==> config.mk <==
export PLATFORM = sky130hd
export DESIGN_NAME = led_panel_top
export DESIGN_NICKNAME = d
export VERILOG_FILES = /design/src/logic/led_panel_pkg.sv /design/src/logic/led_panel_top.sv /design/src/logic/driver_serializer.sv /design/src/logic/block_buffer.sv /design/src/logic/pixel_router.sv
export VERILOG_INCLUDE_DIRS = /design/src /design/src/logic
export SDC_FILE = /design/constraint.sdc
export NUM_CORES = 1
export LEC_CHECK = 0
export BUFFER_PORTS_ARGS = -buffer_cell sky130_fd_sc_hd__buf_4
export CORE_MARGIN = 4
export CORE_UTILIZATION = 41
export DETAILED_ROUTE_END_ITERATION = 10
export GPL_TIMING_DRIVEN = 0
export HOLD_SLACK_MARGIN = 0.1
export SYNTH_ARGS = -nofsm -noshare
export SYNTH_HDL_FRONTEND = slang
export SYNTH_HIERARCHICAL = 1
export SYNTH_SLANG_ARGS = --single-unit
==> constraint.sdc <==
create_clock -name clk -period 3.57 [get_ports clk]
set_clock_uncertainty 0.15 [all_clocks]
set_input_delay 0.714 -clock clk [delete_from_list [all_inputs] [get_ports clk]]
set_output_delay 0.714 -clock clk [all_outputs]
set_load 0.05 [all_outputs]
==> src/logic/led_panel_defs.svh <==
`ifndef LED_PANEL_DEFS_SVH
`define LED_PANEL_DEFS_SVH

// Panel is split into a grid of blocks, one serial driver line each
`define LED_BLOCK_COLS 2
`define LED_BLOCK_ROWS 2
`define LED_NUM_BLOCKS (`LED_BLOCK_COLS * `LED_BLOCK_ROWS)

// Block size in pixels
`define LED_BLOCK_W 4
`define LED_BLOCK_H 2
`define LED_BLOCK_PIXELS (`LED_BLOCK_W * `LED_BLOCK_H)

// Panel size in pixels
`define LED_PANEL_W (`LED_BLOCK_COLS * `LED_BLOCK_W)
`define LED_PANEL_H (`LED_BLOCK_ROWS * `LED_BLOCK_H)

// Colour depth per channel, equal to the number of bit planes
`define LED_COLOR_BITS 4
`define LED_NUM_CHANNELS 3
`define LED_PIXEL_BITS (`LED_NUM_CHANNELS * `LED_COLOR_BITS)

`endif
==> src/logic/led_panel_pkg.sv <==
`include "led_panel_defs.svh"

package led_panel_pkg;

    // Global pixel coordinates
    typedef logic [$clog2(`LED_PANEL_W)-1:0] coord_x_t;
    typedef logic [$clog2(`LED_PANEL_H)-1:0] coord_y_t;

    // Block number and pixel number inside a block
    typedef logic [$clog2(`LED_NUM_BLOCKS)-1:0]   block_idx_t;
    typedef logic [$clog2(`LED_BLOCK_PIXELS)-1:0] pixel_idx_t;

    // Red in the top nibble, then green, then blue
    typedef logic [`LED_PIXEL_BITS-1:0] pixel_t;

    // Bit-plane index, MSB plane is shifted first
    typedef logic [$clog2(`LED_COLOR_BITS)-1:0] plane_t;

    // One routed pixel write
    typedef struct packed {
        block_idx_t blk;
        pixel_idx_t pix;
        pixel_t     data;
    } pixel_wr_t;

    // Serializer FSM
    typedef enum logic [2:0] {
        IDLE,
        SWAP,
        SHIFT_LOW,
        SHIFT_HIGH,
        LATCH
    } ser_state_t;

endpackage

==> src/logic/led_panel_top.sv <==
`timescale 1ns/1ns
`include "led_panel_defs.svh"

module led_panel_top (
    input  logic                        clk,
    input  logic                        arst_n,

    // Pixel input
    input  logic                        pix_valid,
    input  led_panel_pkg::coord_x_t     pix_x,
    input  led_panel_pkg::coord_y_t     pix_y,
    input  led_panel_pkg::pixel_t       pix_data,

    // Frame timing
    input  logic                        sof,

    // Drivers
    output logic                        drv_sclk,
    output logic                        drv_lat,
    output logic [`LED_NUM_BLOCKS-1:0]  drv_sin,
    output led_panel_pkg::plane_t       plane,
    output logic                        frame_done
);
    import led_panel_pkg::*;

    // Router to buffers
    pixel_wr_t                  wr;
    logic [`LED_NUM_BLOCKS-1:0] wr_en;

    // Serializer to buffers
    logic       swap;
    pixel_idx_t rd_pixel;
    pixel_t     blk_data [`LED_NUM_BLOCKS];

    pixel_router router_i (
        .clk       (clk),
        .arst_n    (arst_n),
        .pix_valid (pix_valid),
        .pix_x     (pix_x),
        .pix_y     (pix_y),
        .pix_data  (pix_data),
        .wr        (wr),
        .wr_en     (wr_en)
    );

    // One frame memory per driver line
    for (genvar i = 0; i < `LED_NUM_BLOCKS; i++) begin : gen_blk
        block_buffer buf_i (
            .clk      (clk),
            .arst_n   (arst_n),
            .wr       (wr),
            .wr_en    (wr_en[i]),
            .swap     (swap),
            .rd_pixel (rd_pixel),
            .rd_data  (blk_data[i])
        );
    end

    driver_serializer ser_i (
        .clk        (clk),
        .arst_n     (arst_n),
        .sof        (sof),
        .blk_data   (blk_data),
        .swap       (swap),
        .rd_pixel   (rd_pixel),
        .drv_sclk   (drv_sclk),
        .drv_lat    (drv_lat),
        .drv_sin    (drv_sin),
        .plane      (plane),
        .frame_done (frame_done)
    );

endmodule

==> src/logic/driver_serializer.sv <==
`timescale 1ns/1ns
`include "led_panel_defs.svh"

module driver_serializer (
    input  logic                        clk,
    input  logic                        arst_n,
    input  logic                        sof,
    input  led_panel_pkg::pixel_t       blk_data [`LED_NUM_BLOCKS],
    output logic                        swap,
    output led_panel_pkg::pixel_idx_t   rd_pixel,
    output logic                        drv_sclk,
    output logic                        drv_lat,
    output logic [`LED_NUM_BLOCKS-1:0]  drv_sin,
    output led_panel_pkg::plane_t       plane,
    output logic                        frame_done
);
    import led_panel_pkg::*;

    localparam int LAST_CHAN = `LED_NUM_CHANNELS - 1;

    // Bit position inside a 12-bit pixel word
    typedef logic [$clog2(`LED_PIXEL_BITS)-1:0] bit_idx_t;

    ser_state_t state;
    ser_state_t state_nxt;
    logic [1:0] chan;
    bit_idx_t   bit_sel;
    logic       last_bit;
    logic       last_plane;

    // Last channel of the last pixel in the plane
    assign last_bit = (rd_pixel == pixel_idx_t'(`LED_BLOCK_PIXELS - 1))
                      && (chan == 2'(LAST_CHAN));

    assign last_plane = (plane == '0);

    always_comb begin
        state_nxt = state;
        case (state)
            IDLE:       if (sof) state_nxt = SWAP;
            SWAP:       state_nxt = SHIFT_LOW;
            SHIFT_LOW:  state_nxt = SHIFT_HIGH;
            SHIFT_HIGH: state_nxt = last_bit ? LATCH : SHIFT_LOW;
            LATCH:      state_nxt = last_plane ? IDLE : SHIFT_LOW;
            default:    state_nxt = IDLE;
        endcase
    end

    always_ff @(posedge clk or negedge arst_n) begin
        if (!arst_n) begin
            state <= IDLE;
        end else begin
            state <= state_nxt;
        end
    end

    // Pixel, channel and plane counters
    always_ff @(posedge clk or negedge arst_n) begin
        if (!arst_n) begin
            rd_pixel <= '0;
            chan     <= '0;
            plane    <= '0;
        end else begin
            case (state)
                SWAP: begin
                    rd_pixel <= '0;
                    chan     <= '0;
                    plane    <= plane_t'(`LED_COLOR_BITS - 1);
                end
                // Advance after the rising shift clock
                SHIFT_HIGH: begin
                    if (!last_bit) begin
                        if (chan == 2'(LAST_CHAN)) begin
                            chan     <= '0;
                            rd_pixel <= rd_pixel + 1'b1;
                        end else begin
                            chan <= chan + 1'b1;
                        end
                    end
                end
                LATCH: begin
                    rd_pixel <= '0;
                    chan     <= '0;
                    if (!last_plane) begin
                        plane <= plane - 1'b1;
                    end
                end
                default: begin
                    rd_pixel <= rd_pixel;
                end
            endcase
        end
    end

    // Channel 0 is red in the top nibble
    always_comb begin
        bit_sel = bit_idx_t'((LAST_CHAN - chan) * `LED_COLOR_BITS + plane);
        for (int b = 0; b < `LED_NUM_BLOCKS; b++) begin
            drv_sin[b] = blk_data[b][bit_sel];
        end
    end

    // Data is stable across both halves of a bit
    assign swap       = (state == SWAP);
    assign drv_sclk   = (state == SHIFT_HIGH);
    assign drv_lat    = (state == LATCH);
    assign frame_done = drv_lat && last_plane;

endmodule

==> src/logic/block_buffer.sv <==
`timescale 1ns/1ns
`include "led_panel_defs.svh"

module block_buffer (
    input  logic                        clk,
    input  logic                        arst_n,
    input  led_panel_pkg::pixel_wr_t    wr,
    input  logic                        wr_en,
    input  logic                        swap,
    input  led_panel_pkg::pixel_idx_t   rd_pixel,
    output led_panel_pkg::pixel_t       rd_data
);
    import led_panel_pkg::*;

    localparam int NUM_BANKS = 2;

    // Two banks, one shown while the other is filled
    pixel_t mem [NUM_BANKS][`LED_BLOCK_PIXELS];

    logic front_sel;
    logic back_sel;

    assign back_sel = ~front_sel;

    // Bank select flips once per frame
    always_ff @(posedge clk or negedge arst_n) begin
        if (!arst_n) begin
            front_sel <= 1'b0;
        end else if (swap) begin
            front_sel <= back_sel;
        end
    end

    // Incoming pixels only touch the back bank
    always_ff @(posedge clk or negedge arst_n) begin
        if (!arst_n) begin
            for (int b = 0; b < NUM_BANKS; b++) begin
                for (int p = 0; p < `LED_BLOCK_PIXELS; p++) begin
                    mem[b][p] <= '0;
                end
            end
        end else if (wr_en) begin
            mem[back_sel][wr.pix] <= wr.data;
        end
    end

    // Front bank read is combinational
    assign rd_data = mem[front_sel][rd_pixel];

endmodule

==> src/logic/pixel_router.sv <==
`timescale 1ns/1ns
`include "led_panel_defs.svh"

module pixel_router (
    input  logic                        clk,
    input  logic                        arst_n,
    input  logic                        pix_valid,
    input  led_panel_pkg::coord_x_t     pix_x,
    input  led_panel_pkg::coord_y_t     pix_y,
    input  led_panel_pkg::pixel_t       pix_data,
    output led_panel_pkg::pixel_wr_t    wr,
    output logic [`LED_NUM_BLOCKS-1:0]  wr_en
);
    import led_panel_pkg::*;

    block_idx_t                 blk_num;
    pixel_idx_t                 pix_num;
    logic [`LED_NUM_BLOCKS-1:0] blk_onehot;

    // Block row and column from the upper coordinate part
    always_comb begin
        blk_num = block_idx_t'((pix_y / `LED_BLOCK_H) * `LED_BLOCK_COLS
                               + (pix_x / `LED_BLOCK_W));
    end

    // Row-major position inside the block
    always_comb begin
        pix_num = pixel_idx_t'((pix_y % `LED_BLOCK_H) * `LED_BLOCK_W
                               + (pix_x % `LED_BLOCK_W));
    end

    always_comb begin
        blk_onehot = '0;
        blk_onehot[blk_num] = 1'b1;
    end

    // Write enable, one cycle per strobe
    always_ff @(posedge clk or negedge arst_n) begin
        if (!arst_n) begin
            wr_en <= '0;
        end else if (pix_valid) begin
            wr_en <= blk_onehot;
        end else begin
            wr_en <= '0;
        end
    end

    // Write payload, valid while wr_en is high
    always_ff @(posedge clk) begin
        if (pix_valid) begin
            wr <= '{blk: blk_num, pix: pix_num, data: pix_data};
        end
    end

endmodule

==> metrics.md, run 1 <==
| Metric | Value |
|---|---|
| Outcome | `finished with violations` |
| Violations in the final reports | `negative setup slack` |
| Total congestion overflow after global routing | `0` |
| Final Non-Filler Cells | `between 3000 and 4000` |
| Number of cells produced by synthesis | `2296` |
| Initial cell density of the core | `0.414` |
| Slowest cell on the critical path | `sky130_fd_sc_hd__mux4_2` |
| Combinational power share | `0.350` |
| Worst Setup Slack, final | `-537 ps` |
| Overall die width | `~310 um` |
| Final WL | `94700 um` |
| Max-slew violations | `0` |
| Most frequent standard cell in the layout excluding fill and tap cells | `sky130_fd_sc_hd__dfrtp_1` |
| Post-detailed-route wirelength per cell | `25.6 um` |
| H-tree levels | `3` |
| Kind of start point of the critical path | `flip-flop` |
| Ports placed on the boundary | `30` |
| Class of the tightest hold or removal check | `in2reg` |
| Signal arrival time at the worst endpoint | `around 3200 ps` |
| Fmax achieved | `between 200 and 250 MHz` |
| Util after Layout | `0.484` |
| First-pass GRT wire length | `roughly 150000 um` |
| Maximum number of pins on one net before global-route repair | `roughly 130` |
| Detail Route Antenna Nets | `0` |
| Die Area | `0.0942 mm2` |
| Hold violation count in the final report | `0` |
| Vias | `21139` |
| Met1 global-route usage | `0.291` |
| Most crowded layer after global routing | `met2` |
| Number of fill cells in the layout | `roughly 7400` |
| Commonest non-fill, non-tap cells in the layout | `sky130_fd_sc_hd__dfrtp_1 (781), sky130_fd_sc_hd__mux2_2 (764), sky130_fd_sc_hd__mux4_2 (187), sky130_fd_sc_hd__clkbuf_16 (98), sky130_fd_sc_hd__clkbuf_1 (68)` |
| CTS tree | `built` |
| Post-Synthesis Mean Instance Area | `around 16 um2` |
| Relative contribution of the clock network to total power | `0.267` |
| Pre-CTS worst setup slack | `-775 ps` |
| Net total in the final layout | `roughly 2500` |
| CP Capture Type | `output port` |
| Initial DRC Count | `1525` |
| Synth Net Count | `approximately 2300` |
| Worst endpoint required time | `between 2000 and 3000 ps` |
| DP Cell Count | `~3500` |
| Buffers added on ports | `29` |
| Number of DRC violations after detailed routing | `0` |
| GR Util met3 | `0.0309` |
| Share of total power in sequential cells | `0.382` |
| Number of global-route vias before repair | `~23000` |
| Detailed-router iteration count before antenna repair | `5` |
| Max cap viols | `0` |
| Area of the core | `roughly 0.09 mm2` |
| Number of synthesis warnings | `6` |
| Chain of cells forming the critical path | `buf_12, buf_12, mux4_2, a22oi_2, nand2_2, mux4_2, a22oi_2, nand2_2, buf_8` |
| Maximum fanout encountered on the critical timing path | `5` |
| Worst setup path category | `reg2out` |
| Global router's overall resource usage | `0.203` |
| Root buffer selected by CTS | `sky130_fd_sc_hd__clkbuf_16` |
| Setup repair after global routing missed its margin | `true` |
| Endpoints failing setup | `4` |
| Half-perimeter wire length after placement | `a little over 60000 um` |
| Summed instance area of the synthesized netlist | `between 0.03 and 0.04 mm2` |
| Psw | `~0.011 W` |
| Clock edge transition at the registers on the reported setup and hold paths | `~60 ps` |
| Setup TNS | `-1890 ps` |
| Worst relative slew slack | `0.0148` |
| Power density over cell area | `about 800 mW/mm2` |
| Signed area change from the synthesized netlist to the final layout | `17.1%` |
| Antenna violations before repair | `1` |
| Largest vdd supply drop | `0.000431 V` |
| TritonCTS buffer count | `86` |
| Final Cycle Share | `1.15` |
| Clock latency reported for the late side of the worst-skew pair | `about 630 ps` |
| Routability-driven placement congestion ratio | `a little over 0.8` |
| Slew at the pin with the worst max-slew slack | `1480 ps` |
| Placed standard-cell area | `roughly 0.039 mm2` |
| Fraction of layout instances using a drive strength above 1 | `0.548` |
| Clock net sink count | `around 800` |
| Static leakage | `~20 nW` |
| Fin crit period | `4110 ps` |
| Vertical extent of the die | `between 300 and 400 um` |
| Final Cell Area | `0.0429 mm2` |
| Longest individual stage delay on the worst path | `approximately 520 ps` |
| Share of total power consumed by net switching | `0.313` |
| Met2 capacity usage during global routing | `0.330` |
| Maximum number of buffers from clock root to sink | `3` |
| Average via count per standard cell | `roughly 5.7` |
| Internal cell power | `~0.024 W` |
| Number of placement rows | `around 110` |
| Number of antenna repair diodes | `0` |
==> final cells by class <==
cell class | instances | area [um2] | share of cell area
flip-flops and latches | 801 | 20100 | 0.470
well taps | 1165 | 1460 | 0.0340
plain buffers | 180 | 1470 | 0.0343
multi-input cells | 1306 | 15700 | 0.366
clock inverters | 27 | 330 | 0.00771
inverters | 9 | 33.8 | 0.000788
clock buffers | 127 | 2600 | 0.0607
repair buffers | 84 | 1160 | 0.0271
==> routing by layer <==
layer / share of wire / routed length (um) / vias to the layer above
li1: - / - / 8975
met1: 0.46 / 43100 / 11595
met2: 0.48 / 45400 / 429
met3: 0.041 / 3920 / 140
met4: 0.024 / 2260 / 0
met5: 0 / 0 / -
==> state kept, by name (all words and copies together) (netlist names) <==
name and flops:
ser_i/state 3, ser_i/chan 2, ser_i/plane 2, gen_blk.buf_i/mem 768, ser_i/rd_pixel 3, router_i/wr 15
gen_blk.buf_i/front_sel 4, router_i/wr_en 4
==> worst max-delay path: cells and delay by family, from the launching register on <==
family | cells | cell delay [ps]
muxes | 2 | 1000
buffers and inverters | 3 | 500
DFF | 1 | 450
AOI/OAI and AO/OA | 2 | 380
and+or+nand+nor | 2 | 260
==> worst paths after layout <==
path | end | start | slack [ps] | depth (start not counted)
hold reg to reg | gen_blk[3].buf_i/mem[45] | gen_blk[3].buf_i/mem[45] | 350 | 1
min in group asynchronous | gen_blk[3].buf_i/mem[185] | arst_n | 410 | 2
setup / recovery | drv_sin[0] | gen_blk[0].buf_i/front_sel | -540 | 9
setup reg to reg | gen_blk[3].buf_i/mem[99] | router_i/wr[12] | 800 | 4
max in group asynchronous | gen_blk[2].buf_i/mem[175] | arst_n | 980 | 5
hold / removal | router_i/wr_en[0] | pix_y[1] | 170 | 2
==> metrics by stage <==
stage	hold WS (ps)	total power, W
global placement	329	0.0230
CTS	124	0.0342
finish	168	0.0343
detailed placement	334	0.0235
global route	144	0.0360
floorplan	268	0.0200
==> power by group through the flow <==
| stage | clock (W) | sequential (W) | combinational, W |
|---|---|---|---|
| after floorplan | 0 | 0.0126 | 0.00746 |
| after global placement | 0 | 0.0131 | 0.00997 |
| final | 0.00919 | 0.0131 | 0.0120 |
| after detailed placement | 0 | 0.0132 | 0.0103 |
| after CTS | 0.00943 | 0.0131 | 0.0116 |
| after global routing | 0.00980 | 0.0134 | 0.0128 |
==> timing repair <==
action / in CTS / in global routing
setup buffers: 14 / 1
endpoints found under the setup margin: 5 / 4
gates cloned: 3 / 6
hold endpoints to repair: 51 / 0
resized for setup: 199 / 60
pin swaps: 16 / 24
hold buffers: 16 / 0
Power figures use the tool's default switching activity.
==> run 2: changes to the inputs <==
--- a/config.mk
+++ b/config.mk
@@ -14,5 +14,4 @@
 export HOLD_SLACK_MARGIN = 0.1
 export SYNTH_ARGS = -nofsm -noshare
 export SYNTH_HDL_FRONTEND = slang
-export SYNTH_HIERARCHICAL = 1
 export SYNTH_SLANG_ARGS = --single-unit
==> run 2 against run 1 <==
Against the previous run:
- the flow still finishes with violations (negative setup slack)
- total power grew 6.6%
- critical path type unchanged
- via count grew 15%
- non-clock buffer count grew 103
- synthesized area grew 1.3%
==> metrics.md, run 2 <==
| Metric | Value |
|---|---|
| Cell taking the most area after synthesis | `sky130_fd_sc_hd__dfrtp_1` |
| Worst Setup Slack, final | `-599 ps (-61.7 ps)` |
| Number of synthesis warnings | `0 (-6)` |
| Async set-or-reset flop fraction in the synthesized netlist | `0.981` |
| Outcome | `finished with violations` |
| Area of the core | `0.0899 mm2 (+1.5%)` |
| Number of flip-flops and latches in the synthesized netlist | `~800` |
| Number of flip-flops in the largest register | `768 (unchanged)` |
| Total congestion overflow after global routing | `0 (unchanged)` |
| Biggest registers after layout | `gen_blk.buf_i.mem (768), router_i.wr (15)` |
| Chain of cells forming the critical path | `buf_2, buf_4, buf_6, buf_8, mux2i_1, o221ai_1, a21boi_2, nand4_1, buf_6` |
| Number of placement rows | `110 (+0.92%)` |
| Class of the tightest hold or removal check | `in2reg` |
| Maximum number of pins on one net before global-route repair | `126 (-0.79%)` |
| CP Capture Type | `output port` |
| Number of cells on the worst hold path | `1 (-1)` |
| Worst hold slack after final layout | `122 ps (-46.3 ps)` |
| Portion of synthesized cell area occupied by the leading cell type | `0.530` |
| Number of cells produced by synthesis | `2522 (+9.8%)` |
| DP Cell Count | `3736 (+6.7%)` |
| Die Area | `0.0953 mm2 (+1.2%)` |
| Number of DRC violations after detailed routing | `0 (unchanged)` |
| Longest individual stage delay on the worst path | `350 ps (-170 ps)` |
| Synth Net Count | `2549 (+9.7%)` |
| Endpoints failing setup | `4 (unchanged)` |
| Routability-driven placement congestion ratio | `0.943 (+16%)` |
| Detail Route Antenna Nets | `0 (unchanged)` |
| Final WL | `136000 um (+43%)` |
| Flip-flop and latch area | `0.0201 mm2 (about the same)` |
| Largest cells by area after synthesis | `sky130_fd_sc_hd__dfrtp_1 (53%), sky130_fd_sc_hd__mux2_2 (24%), sky130_fd_sc_hd__mux4_2 (7.4%), sky130_fd_sc_hd__mux2i_1 (3.4%), sky130_fd_sc_hd__edfxtp_1 (1.2%)` |
| Share of total power consumed by net switching | `0.349 (+0.0361)` |
| Post-Synthesis Mean Instance Area | `14.7 um2 (-7.8%)` |
| Sum of internal, switching and leakage power | `0.0366 W (+6.6%)` |
| Maximum number of buffers from clock root to sink | `3 (unchanged)` |
| Max cap viols | `0 (unchanged)` |
| Initial cell density of the core | `0.413 (-0.00118)` |
| Setup TNS | `-2100 ps (-206 ps)` |
| Fin crit period | `4170 ps (+61.7 ps)` |
| Setup repair after global routing missed its margin | `true` |
| Worst setup path category | `reg2out` |
| Power density over cell area | `829 mW/mm2 (+3.5%)` |
| EDFF count, synth | `15` |
| Worst relative slew slack | `0.0156 (+0.000766)` |
| Setup slack on the worst flop-to-flop path | `260 ps (-540 ps)` |
| Net total in the final layout | `2773 (+11%)` |
| Detailed-router iteration count before antenna repair | `5 (unchanged)` |
| Post-detailed-route wirelength per cell | `33.9 um (+32%)` |
| Critical register-to-register path startpoint | `router_i.wr[12]` |
| Violations in the final reports | `negative setup slack` |
| Number of fill cells in the layout | `7644 (+3.0%)` |
| Buffers added on ports | `29 (unchanged)` |
| Vias | `24320 (+15%)` |
| Summed instance area of the synthesized netlist | `0.0371 mm2 (+1.3%)` |
| CTS tree | `built` |
| Vertical extent of the die | `309 um (+0.61%)` |
| Half-perimeter wire length after placement | `87900 um (+42%)` |
| H-tree levels | `3 (unchanged)` |
| Overall die width | `309 um (+0.61%)` |
| Internal cell power | `0.0238 W (+0.96%)` |
| Final Cell Area | `0.0441 mm2 (+2.9%)` |
| Root buffer selected by CTS | `sky130_fd_sc_hd__clkbuf_16` |
| Most frequent cell on the critical path | `sky130_fd_sc_hd__buf_6` |
| Signal arrival time at the worst endpoint | `3310 ps (+70 ps)` |
| Kind of start point of the critical path | `flip-flop` |
| Number of global-route vias before repair | `25184 (+8.4%)` |
| Static leakage | `20.1 nW (+2.1%)` |
| Maximum fanout encountered on the critical timing path | `10 (+5)` |
| Multi-input gate area in the final layout | `0.0161 mm2 (+2.8%)` |
| Critical hold path startpoint | `pix_data[9]` |
| Ports placed on the boundary | `30 (unchanged)` |
| Top post-synthesis cells by count | `sky130_fd_sc_hd__mux2_2 (798), sky130_fd_sc_hd__dfrtp_1 (786), sky130_fd_sc_hd__mux2i_1 (125)` |
| Slowest cell on the critical path | `sky130_fd_sc_hd__dfrtp_1` |
| Global router's overall resource usage | `0.281 (+0.0779)` |
| Psw | `0.0128 W (+19%)` |
| TritonCTS buffer count | `88 (+2.3%)` |
| Clock latency reported for the late side of the worst-skew pair | `630 ps (about the same)` |
| Reg2reg path depth | `5 (+1)` |
| Hold violation count in the final report | `0 (unchanged)` |
| Initial DRC Count | `2615 (+71%)` |
| Share of total power in sequential cells | `0.352 (-0.030)` |
| Relative contribution of the clock network to total power | `0.254 (-0.013)` |
| Worst endpoint required time | `2710 ps (about the same)` |
| Primary FF master, synth | `sky130_fd_sc_hd__dfrtp_1` |
| Antenna violations before repair | `4 (+3)` |
| Fmax achieved | `240 MHz (-1.5%)` |
| Commonest non-fill, non-tap cells in the layout | `sky130_fd_sc_hd__mux2_2 (798), sky130_fd_sc_hd__dfrtp_1 (783), sky130_fd_sc_hd__mux4_2 (122), sky130_fd_sc_hd__mux2i_1 (103), sky130_fd_sc_hd__buf_4 (100)` |
| Placed standard-cell area | `0.0390 mm2 (+0.92%)` |
| Final Non-Filler Cells | `4000 (+8.1%)` |
| First-pass GRT wire length | `189000 um (+29%)` |
| Largest vdd supply drop | `0.000451 V (+4.5%)` |
| Most flops, register | `gen_blk.buf_i.mem` |
| Sequential-to-total area share from yosys stat | `0.543` |
| Distinct cell type count of the synthesized netlist | `66` |
| Final Cycle Share | `1.17 (+0.0173)` |
| Most frequent standard cell in the layout excluding fill and tap cells | `sky130_fd_sc_hd__mux2_2` |
| Clock net sink count | `801 (unchanged)` |
| Signed area change from the synthesized netlist to the final layout | `19.0%` |
| Max-slew violations | `0 (unchanged)` |
| Reg-to-Reg End | `gen_blk[0].buf_i.mem[62]` |
| Average via count per standard cell | `6.08 (+6.4%)` |
| Combinational power share | `0.394 (+0.044)` |
| End of the worst hold path | `router_i.wr[9]` |
| Slew at the pin with the worst max-slew slack | `1480 ps (-1.15 ps)` |
| Clock edge transition at the registers on the reported setup and hold paths | `60 ps (about the same)` |
| Fraction of layout instances using a drive strength above 1 | `0.501 (-0.0474)` |
| Library cell with the highest instance count after synthesis | `sky130_fd_sc_hd__mux2_2` |
-- run 2: per-stage QoR --
step	setup WS, ps	utilization
3_5_place_dp	-1340	0.434
3_3_place_gp	-7030	0.431
4_1_cts	-507	0.483
5_1_grt	-625	0.491
2_1_floorplan	522	-
6_report	-599	0.491
-- run 2: power by group through the flow --
stage,Clock (W),Combinational [W],Sequential [W]
finish,0.00930,0.0144,0.0129
global route,0.00979,0.0149,0.0131
CTS,0.00938,0.0133,0.0128
detailed placement,0,0.0117,0.0129
global placement,0,0.0114,0.0127
floorplan,0,0.00748,0.0124
-- run 2: logic make-up (layout without fill, tap and decap cells) --
logic type / Yosys count / in the layout / share of synthesized area
other: 0 / 8 / 0
flip-flops: 801 / 801 / 0.543
AND/OR/NAND/NOR: 262 / 262 / 0.0346
XOR/XNOR: 4 / 4 / 0.000945
buffers and inverters: 241 / 535 / 0.0354
multiplexers: 1051 / 1051 / 0.353
adder cells (fa/ha/maj): 6 / 6 / 0.00202
AO/OA/AOI/OAI: 157 / 157 / 0.0310
-- run 2: how the worst max path moves through the flow --
stage | startpoint | to | slack, ps | depth (start not counted)
floorplan | ser_i.rd_pixel[0] | drv_sin[3] | 520 | 9
global placement | arst_n | gen_blk[2].buf_i.mem[78] | -7030 | 1
detailed placement | ser_i.plane[0] | drv_sin[1] | -1340 | 8
CTS | ser_i.rd_pixel[0] | drv_sin[1] | -510 | 11
global route | ser_i.rd_pixel[0] | drv_sin[1] | -630 | 12
finish | ser_i.rd_pixel[2] | drv_sin[1] | -600 | 9
-- run 2: layout make-up --
type,count,share of cell area
Antenna cell,8,0.000454
Buffer,232,0.0419
Clock buffer,124,0.0576
Clock inverter,36,0.00868
Inverter,8,0.000879
Multi-Input combinational cell,1480,0.365
Sequential cell,801,0.456
Tap cell,1176,0.0333
Timing Repair Buffer,135,0.0360
-- run 2: critical path, delay by kind of cell, from the launching register on --
family | cells | cell delay (ps)
muxes | 1 | 250
and+or+nand+nor | 1 | 290
buffers and inverters | 5 | 1380
DFF | 1 | 350
AOI/OAI and AO/OA | 2 | 370
-- run 2: repair_timing --
item / in CTS / in global routing
cloned: 2 / 7
hold endpoints to repair: 109 / 0
resized for setup: 194 / 60
endpoints found under the setup margin: 5 / 4
hold buffers: 14 / 0
pin swaps: 7 / 17
setup buffers: 48 / 26
-- run 2: routing by layer --
| layer | wire (um) | up-vias | share of wire | track usage |
|---|---|---|---|---|
| met5 | 0 | - | 0 | 0 |
| met4 | 6930 | 0 | 0.051 | 0.134 |
| met3 | 11600 | 295 | 0.086 | 0.0661 |
| met2 | 60100 | 1175 | 0.44 | 0.424 |
| met1 | 57000 | 13095 | 0.42 | 0.387 |
| li1 | - | 9755 | - | - |
